**config.mk**
```make
export PLATFORM = sky130hd
export DESIGN_NAME = cpuController
export DESIGN_NICKNAME = d
export VERILOG_FILES = /design/src/cpuCtrlPkg.sv /design/src/cpuController.sv /design/src/ctrlSequencer.sv /design/src/datapathControl.sv /design/src/instrDecoder.sv
export SDC_FILE = /design/constraint.sdc
export NUM_CORES = 1
export LEC_CHECK = 0
export BUFFER_PORTS_ARGS = -buffer_cell sky130_fd_sc_hd__buf_2
export CAP_MARGIN = 20
export CORE_AREA = 2 2 52 54
export DETAILED_ROUTE_END_ITERATION = 8
export DIE_AREA = 0 0 54 56
export PLACE_DENSITY_LB_ADDON = 0.25
export SLEW_MARGIN = 20
export SYNTH_ARGS = -nofsm -noshare
export SYNTH_HDL_FRONTEND = slang
export SYNTH_HIERARCHICAL = 1
export SYNTH_SLANG_ARGS = --single-unit
```
**constraint.sdc**
```tcl
create_clock -name clk -period 6.6 [get_ports clk]
set_input_delay 0.33 -clock clk [delete_from_list [all_inputs] [get_ports clk]]
set_output_delay 0.33 -clock clk [all_outputs]
set_load 0.02 [all_outputs]
```
**src/cpuCtrlPkg.sv**
```systemverilog
package cpuCtrlPkg;

    localparam int WORD_W     = 16; // Instruction width
    localparam int REG_SEL_W  = 3;  // Width of a source or destination field
    localparam int ALU_FUNC_W = 4;
    localparam int SEL_W      = 4;  // ALU and memory select codes
    localparam int FLAG_W     = 4;

    // Opcode layout
    // Bits 15 to 12 give the class. 0000 is A-type and 0001 is SI-type.
    // 01xx is I-type, 11xx is JMP and 1000 is JMR.
    // 0010 with bit 8 clear is the flag branch. Any other pattern is illegal.
    // A-type keeps the ALU function in bits 8 to 5, the B source in bits 4 to 3
    // and the destination in bits 2 to 0.
    // I-type builds its function from bit 8, bit 8 and bits 13 to 12, and
    // writes back to s1. LDI is bits 13 to 12 set with bit 8 set.
    // SI-type builds its function as 10 plus bits 8 to 7, destination in bits 6 to 4.
    // The flag branch is taken when flags[bits 10 to 9] equals bit 11.
    localparam int CLS_MSB = 15;
    localparam int CLS_LSB = 12;
    localparam int S1_MSB  = 11; // Source 1 field at the same spot in every class
    localparam int S1_LSB  = 9;

    typedef enum logic [5:0] {
        START    = 6'b000000,
        FETCH    = 6'b000001,
        ATYPE    = 6'b000010,
        ITYPE    = 6'b000011,
        JMP      = 6'b000100,
        SITYPE   = 6'b000101,
        FTYPE    = 6'b000110,
        RIMMED   = 6'b010100, // Operand from (PC)
        RADDRESS = 6'b010101, // Operand from (A)
        JMR      = 6'b101100,
        HALT     = 6'b111111  // CPU stopped
    } ctrlState_e;

    typedef enum logic [2:0] {
        CLS_ATYPE,
        CLS_ITYPE,
        CLS_SITYPE,
        CLS_JMP,
        CLS_JMR,
        CLS_FTYPE,
        CLS_SKIP,   // Flag branch not taken
        CLS_ILLEGAL
    } instrClass_e;

    typedef enum logic [1:0] {
        FETCH_NONE,
        FETCH_IMMED,
        FETCH_INDIRECT,
        FETCH_ILLEGAL
    } operandFetch_e;

    typedef logic [ALU_FUNC_W-1:0] aluFunc_t;

    localparam aluFunc_t ALU_ADD  = 4'd0;
    localparam aluFunc_t ALU_SUB  = 4'd2;
    localparam aluFunc_t ALU_MUL  = 4'd4;
    localparam aluFunc_t ALU_JREL = 4'd6; // PC relative jump by register

    // Codes 0 to 3 of ALU input A pick reg 0, A, B, C
    localparam logic [SEL_W-1:0] ALU_A_PC  = 4'd4;
    localparam logic [SEL_W-1:0] ALU_A_MEM = 4'd5;
    localparam logic [SEL_W-1:0] ALU_A_SP  = 4'd6;

    // Codes 0 to 3 of ALU input B pick reg 0, A, B, C
    localparam logic [SEL_W-1:0] ALU_B_ONE  = 4'd4;
    localparam logic [SEL_W-1:0] ALU_B_ZERO = 4'd5;
    localparam logic [SEL_W-1:0] ALU_B_OP   = 4'd6; // Immediate field
    localparam logic [SEL_W-1:0] ALU_B_ADDR = 4'd7; // Jump offset
    localparam logic [SEL_W-1:0] ALU_B_MEM  = 4'd8;

    localparam logic [SEL_W-1:0] MEM_FROM_PC = 4'd0;
    localparam logic [SEL_W-1:0] MEM_FROM_A  = 4'd1;

    // Codes 5 to 7 have no target
    localparam logic [REG_SEL_W-1:0] DEST_ZERO = 3'd0;
    localparam logic [REG_SEL_W-1:0] DEST_A    = 3'd1;
    localparam logic [REG_SEL_W-1:0] DEST_B    = 3'd2;
    localparam logic [REG_SEL_W-1:0] DEST_C    = 3'd3;
    localparam logic [REG_SEL_W-1:0] DEST_ADR  = 3'd4; // Write to (A)

    // s1 values 0 to 3 are registers, 5 and 7 are illegal
    localparam logic [REG_SEL_W-1:0] SRC_IMMED    = 3'd4;
    localparam logic [REG_SEL_W-1:0] SRC_INDIRECT = 3'd6;

endpackage

```
**src/cpuController.sv**
```systemverilog
`timescale 1ns/1ps

module cpuController import cpuCtrlPkg::*; (
    input  logic              clk,
    input  logic              rst,
    input  logic              stall,
    input  logic [WORD_W-1:0] opcode,     // Current instruction
    input  logic [FLAG_W-1:0] flags,
    output ctrlState_e        state,      // Visible for debug

    output logic [SEL_W-1:0]  memAddr,
    output logic              re,
    output logic              we,
    output logic              saveOpcode,
    output logic              saveMem,
    output logic              enPC,
    output aluFunc_t          aluFunc,
    output logic [SEL_W-1:0]  aluA,
    output logic [SEL_W-1:0]  aluB,
    output logic              enA,
    output logic              enB,
    output logic              enC,
    output logic              enF,
    output logic              enSP,
    output logic              initSP,
    output logic              isMul
);

    instrClass_e   instrClass;
    operandFetch_e operandFetch;

    instrDecoder decoder (
        .opcode       (opcode),
        .flags        (flags),
        .instrClass   (instrClass),
        .operandFetch (operandFetch)
    );

    ctrlSequencer sequencer (
        .clk          (clk),
        .rst          (rst),
        .stall        (stall),
        .instrClass   (instrClass),
        .operandFetch (operandFetch),
        .state        (state)
    );

    datapathControl outputDecode (
        .state      (state),
        .opcode     (opcode),
        .memAddr    (memAddr),
        .re         (re),
        .we         (we),
        .saveOpcode (saveOpcode),
        .saveMem    (saveMem),
        .enPC       (enPC),
        .aluFunc    (aluFunc),
        .aluA       (aluA),
        .aluB       (aluB),
        .enA        (enA),
        .enB        (enB),
        .enC        (enC),
        .enF        (enF),
        .enSP       (enSP),
        .initSP     (initSP),
        .isMul      (isMul)
    );

endmodule

```
**src/ctrlSequencer.sv**
```systemverilog
`timescale 1ns/1ps

module ctrlSequencer import cpuCtrlPkg::*; (
    input  logic          clk,
    input  logic          rst,
    input  logic          stall,        // Freezes the FSM
    input  instrClass_e   instrClass,
    input  operandFetch_e operandFetch,
    output ctrlState_e    state
);

    ctrlState_e nextState;
    ctrlState_e mainState; // Execute state of the current instruction

    always_ff @(posedge clk) begin
        if (rst) begin
            state <= START;
        end else if (!stall) begin
            state <= nextState;
        end
    end

    always_comb begin
        case (instrClass)
            CLS_ATYPE:  mainState = ATYPE;
            CLS_ITYPE:  mainState = ITYPE;
            CLS_SITYPE: mainState = SITYPE;
            CLS_JMP:    mainState = JMP;
            CLS_JMR:    mainState = JMR;
            CLS_FTYPE:  mainState = FTYPE;
            CLS_SKIP:   mainState = FETCH; // Branch not taken
            default:    mainState = HALT;
        endcase
    end

    always_comb begin
        nextState = HALT; // Unknown state stops the CPU
        case (state)
            START: nextState = FETCH;
            FETCH: begin
                if (instrClass == CLS_ILLEGAL || operandFetch == FETCH_ILLEGAL) begin
                    nextState = HALT;
                end else if (operandFetch == FETCH_IMMED) begin
                    nextState = RIMMED;
                end else if (operandFetch == FETCH_INDIRECT) begin
                    nextState = RADDRESS;
                end else begin
                    nextState = mainState;
                end
            end
            // Operand is ready, go execute
            RIMMED, RADDRESS: nextState = mainState;
            ATYPE, ITYPE, SITYPE, JMP, JMR, FTYPE: nextState = FETCH;
            HALT: nextState = HALT; // Left only through reset
            default: nextState = HALT;
        endcase
    end

endmodule

```
**src/datapathControl.sv**
```systemverilog
`timescale 1ns/1ps

module datapathControl import cpuCtrlPkg::*; (
    input  ctrlState_e        state,
    input  logic [WORD_W-1:0] opcode,

    output logic [SEL_W-1:0]  memAddr,    // Memory address source
    output logic              re,
    output logic              we,
    output logic              saveOpcode, // Instruction register load
    output logic              saveMem,    // Operand register load
    output logic              enPC,
    output aluFunc_t          aluFunc,
    output logic [SEL_W-1:0]  aluA,
    output logic [SEL_W-1:0]  aluB,
    output logic              enA,
    output logic              enB,
    output logic              enC,
    output logic              enF,        // Flag register load
    output logic              enSP,
    output logic              initSP,
    output logic              isMul
);

    logic [REG_SEL_W-1:0] s1;
    logic [REG_SEL_W-1:0] dest;       // Destination field of the current class
    logic                 writesDest;
    logic [SEL_W-1:0]     srcA;       // s1 as an ALU A source
    logic [SEL_W-1:0]     srcB;       // s1 as an ALU B source

    assign s1 = opcode[S1_MSB:S1_LSB];

    // Memory modes have already loaded the operand register
    assign srcA = s1[2] ? ALU_A_MEM : SEL_W'(s1[1:0]);
    assign srcB = s1[2] ? ALU_B_MEM : SEL_W'(s1[1:0]);

    always_comb begin
        memAddr    = MEM_FROM_PC;
        re         = 1'b0;
        we         = 1'b0;
        saveOpcode = 1'b0;
        saveMem    = 1'b0;
        enPC       = 1'b0;
        aluFunc    = ALU_ADD;
        aluA       = '0;
        aluB       = '0;
        enA        = 1'b0;
        enB        = 1'b0;
        enC        = 1'b0;
        enF        = 1'b0;
        enSP       = 1'b0;
        initSP     = 1'b0;
        isMul      = 1'b0;
        dest       = DEST_ZERO;
        writesDest = 1'b0;

        case (state)
            START: begin
                initSP = 1'b1;
                enSP   = 1'b1;
            end

            // Both read (PC) and step the PC
            FETCH, RIMMED: begin
                memAddr    = MEM_FROM_PC;
                re         = 1'b1;
                saveOpcode = (state == FETCH);
                saveMem    = (state == RIMMED);
                aluFunc    = ALU_ADD;
                aluA       = ALU_A_PC;
                aluB       = ALU_B_ONE;
                enPC       = 1'b1;
            end

            RADDRESS: begin
                memAddr = MEM_FROM_A; // Operand from (A)
                re      = 1'b1;
                saveMem = 1'b1;
            end

            ATYPE: begin
                aluA    = srcA;
                aluB    = SEL_W'(opcode[4:3]);
                aluFunc = opcode[8:5];
                enF     = |opcode; // NOP leaves flags alone
                if (opcode[8:5] == ALU_MUL) begin
                    enA   = 1'b1; // High word goes to A
                    isMul = 1'b1;
                end
                dest       = opcode[2:0];
                writesDest = 1'b1;
            end

            ITYPE: begin
                if (s1 == 3'b000) begin
                    aluA = ALU_A_SP;
                end else begin
                    aluA = srcA;
                end
                aluFunc = {opcode[8], opcode[8], opcode[13:12]};
                aluB    = ALU_B_OP;
                enF     = 1'b1;
                if (s1 == DEST_ZERO) begin
                    enSP = 1'b1; // Stack pointer arithmetic
                end
                dest       = s1;
                writesDest = 1'b1;
            end

            SITYPE: begin
                aluA       = srcA;
                aluFunc    = {2'b10, opcode[8:7]}; // Shift group
                aluB       = ALU_B_OP;
                enF        = 1'b1;
                dest       = opcode[6:4];
                writesDest = 1'b1;
            end

            JMP: begin
                aluA    = ALU_A_PC;
                aluB    = ALU_B_ADDR;
                aluFunc = ALU_ADD;
                enPC    = 1'b1;
            end

            JMR: begin
                aluA    = ALU_A_PC;
                aluB    = srcB;
                aluFunc = ALU_JREL;
                enPC    = 1'b1;
            end

            FTYPE: begin
                aluA    = ALU_A_PC;
                aluB    = ALU_B_OP; // Branch offset
                aluFunc = ALU_ADD;
                enPC    = 1'b1;
            end

            default: begin end // HALT drives nothing
        endcase

        if (writesDest) begin
            case (dest)
                DEST_A: enA = 1'b1;
                DEST_B: enB = 1'b1;
                DEST_C: enC = 1'b1;
                DEST_ADR: begin
                    we      = 1'b1; // ALU result to (A)
                    memAddr = MEM_FROM_A;
                end
                default: begin end
            endcase
        end
    end

endmodule

```
**src/instrDecoder.sv**
```systemverilog
`timescale 1ns/1ps

module instrDecoder import cpuCtrlPkg::*; (
    input  logic [WORD_W-1:0] opcode,     // Current instruction
    input  logic [FLAG_W-1:0] flags,      // Current flag register
    output instrClass_e       instrClass,
    output operandFetch_e     operandFetch
);

    logic [REG_SEL_W-1:0] s1;
    logic                 condTrue;
    logic                 isLdi;
    logic                 readsMem;

    assign s1 = opcode[S1_MSB:S1_LSB];

    // Flag selected by bits 10 to 9 compared with bit 11
    assign condTrue = (flags[opcode[10:9]] == opcode[11]);

    always_comb begin
        instrClass = CLS_ILLEGAL; // Unknown groups stop the CPU
        casez (opcode[CLS_MSB:CLS_LSB])
            4'b0000: instrClass = CLS_ATYPE;
            4'b01??: instrClass = CLS_ITYPE;
            4'b11??: instrClass = CLS_JMP;
            4'b1000: instrClass = CLS_JMR;
            4'b0001: instrClass = CLS_SITYPE;
            4'b0010: begin
                if (!opcode[8]) begin // Bit 8 set was load/save
                    instrClass = condTrue ? CLS_FTYPE : CLS_SKIP;
                end
            end
            default: instrClass = CLS_ILLEGAL;
        endcase
    end

    // LDI takes the immediate field directly
    assign isLdi = (instrClass == CLS_ITYPE) && opcode[8] && (opcode[13:12] == 2'b11);

    // Only these classes take s1 as a data source
    always_comb begin
        case (instrClass)
            CLS_ATYPE, CLS_ITYPE, CLS_SITYPE, CLS_JMR: readsMem = 1'b1;
            default:                                   readsMem = 1'b0;
        endcase
    end

    always_comb begin
        if (!s1[2] || !readsMem || isLdi) begin // Register source or no read
            operandFetch = FETCH_NONE;
        end else begin
            case (s1)
                SRC_IMMED:    operandFetch = FETCH_IMMED;
                SRC_INDIRECT: operandFetch = FETCH_INDIRECT;
                default:      operandFetch = FETCH_ILLEGAL; // Absolute and stack modes
            endcase
        end
    end

endmodule

```
==> results.ini <==
[status]
status = finished, final reports clean

[cts]
post_cts_buffers = 0
path_clk_slew_ns = 0.05
cts-root-buf = clkbuf_4
cts.path.max_buffers = 2
cts_tree = yes
clk_latency_ns = 0.25
numCtsBuffers = 3
holdBufCountCts = 0
cts.htree.levels = 1
post_cts_resized = 0
clock_sinks = 5

[timing]
timing.final.crit_share_pct = 42.60
fmax_ghz = 0.3556
skew_ns = 0.004797
whs_ns = 0.3146
maxSlewHeadroom_pct = 30.81
finalSetupViolCount = 0
slew_violations = 0
rsz0062_at_grt = false
period_needed_ns = 2.812
hold_viol = 0
tightestPinTransition_ns = 1.031
setup_tns_ns = 0
timing.final.ws_setup_ns = 3.788

[synth]
syn_avg_cell_area_sq_um = 6.785
yosysWarnings = 6
yosysMostFrequentCell = nor2_1
syn_inst = 175
synth_edf_count = 0
async_flop_share_pct = 0
synth-seq-area-share_pct = 8.430
syn-cell-area_sq_um = 1187
synth_top_cells_by_count = nor2_1, a21oi_1, nand2_1, inv_1, nor3_1
synth_ff_type = dfxtp_1
synth_top_area_cell = dfxtp_1
synthDistinctLibCells = 58
synthTopCellsByArea = dfxtp_1, nor2_1, a21oi_1
synth_seq_cells = 5
synth_top_area_share_pct = 8.430

[drt]
num_vias = 1494
wl_per_cell_microns = 14.33
route.met3.wl_microns = 292
drt_iter0_drc = 78
ant_nets = 0
drc = 0
wl_met2_mm = 1.697
routed_wl_mm = 3.567
highest_layer = met4
met1_length_mm = 1.549
via_per_inst = 6.000
firstDrtPassIters = 5

[setup_path]
crit_arrival_ns = 2.93
end_kind = flop
crit_path_start_kind = input port
reg2reg_slack_ns = 4.54
crit_type = input port to flop
cp.required_ns = 6.72
critPathMaxFanout = 9

[worst_hold_path]
hold_class = input port to flop

[global_routing]
gr-total-overflow = 0
grt_pass1_vias = 1271
grt_max_degree = 23
antenna_found_initial = 0
grt_pass1_wl_mm = 5.747
grt_use_total_pct = 23.99

[die]
core_area_sq_um = 2432
start_util_pct = 48.82
fp.dieArea_sq_um = 3024
fp.dieH_microns = 56
die_x_microns = 54
row_count = 18
ios = 57

[finish]
finalNonFillerCells = 249
fin_nets = 243
fillers = 232
antennaDiodeCount = 0
multi_input_area_sq_um = 965.9
largest_reg_flops = 5
largest-register = sequencer/state
final-seq-area_sq_um = 100.1
drive_gt1_share_pct = 31.51
largestRegisters = sequencer/state x5
syn_to_final_growth_pct = 20.23

[pwr]
ir_drop_uv = 98.47
p_leak_nw = 0.7007
pwr_density_cell_nw_per_um2 = 150.4

[place]
portBuffers = 52
hpwlAfterDp_mm = 2.690
dp_worst_setup_slack_ns = 3.578
place_congestion = 0.9134
dp.cells = 245

[job]
drv_cap = 0

[per-stage QoR]
stage / util, % / power, mW / area, sq um
6_report: 58.69 / 0.2147 / 1428
5_1_grt: 58.69 / 0.2323 / 1428
4_1_cts: 58.69 / 0.2142 / 1428
3_5_place_dp: 57.61 / 0.1776 / 1401
3_3_place_gp: 57.61 / 0.1745 / 1401
2_1_floorplan: - / 0.1435 / 1199
[area by class of cell]
type | instances | area share [%]
flip-flops and latches | 5 | 7.011
well taps | 30 | 2.629
multi-input cells | 148 | 67.66
inverters | 10 | 2.629
clock buffers | 4 | 1.840
repair buffers | 52 | 18.23
[cell families after synthesis]
logic type	Yosys count	share of synthesized area, %
and+or+nand+nor	82	39.31
AOI/OAI and AO/OA	56	34.67
buffers and inverters	25	11.17
DFF	5	8.430
xor gates and xnor gates	3	2.213
muxes	3	3.899
other	1	0.3158
[report_power, final]
part,switching [mW],total (mW),internal [mW]
sequential,0.0138,0.0472,0.0334
clock,0.0130,0.0359,0.0229
combinational,0.0803,0.132,0.0514
[worst paths after layout]
| kind | from | to | cells after the start |
|---|---|---|---|
| hold reg to reg | sequencer/state[3] | sequencer/state[3] | 2 |
| hold / removal | rst | sequencer/state[3] | 2 |
| setup reg to reg | sequencer/state[0] | sequencer/state[1] | 4 |
| setup / recovery | opcode[9] | sequencer/state[3] | 8 |
[layout by cell type (no fill, tap or decap), types with 2 or more instances in the layout]
cell       instances
a221oi_1           5
nor3b_1            3
nand3_1            4
or2_2              2
nor4_1             3
o2bb2ai_1          2
xnor2_1            3
conb_1             4
o22ai_1            2
nand3b_1           2
a22oi_1            4
buf_2             52
a2bb2oi_1          2
o21ai_0            8
nor3_1            10
a311oi_1           2
nand2_1           12
a21oi_1           13
nor2_1            21
inv_1             10
or4b_4             2
and3_1             3
and2_1             2
dfxtp_1            5
and3b_1            2
mux2i_1            2
clkbuf_4           3
nor2b_1            7
[critical path, cell delays in order]
cell	delay, ns
buf_2	0.17
mux4_1	0.59
xnor2_1	0.17
a311oi_1	0.81
nor4_1	0.15
a211o_1	0.34
a221oi_1	0.26
a221oi_1	0.10
[per-layer routing]
metal	global-route usage, %	vias up
met4	5.357	0
met3	4.839	6
li1	-	739
met2	37.80	76
met5	0	-
met1	33.06	673
(Power assumes the default switching activity.)
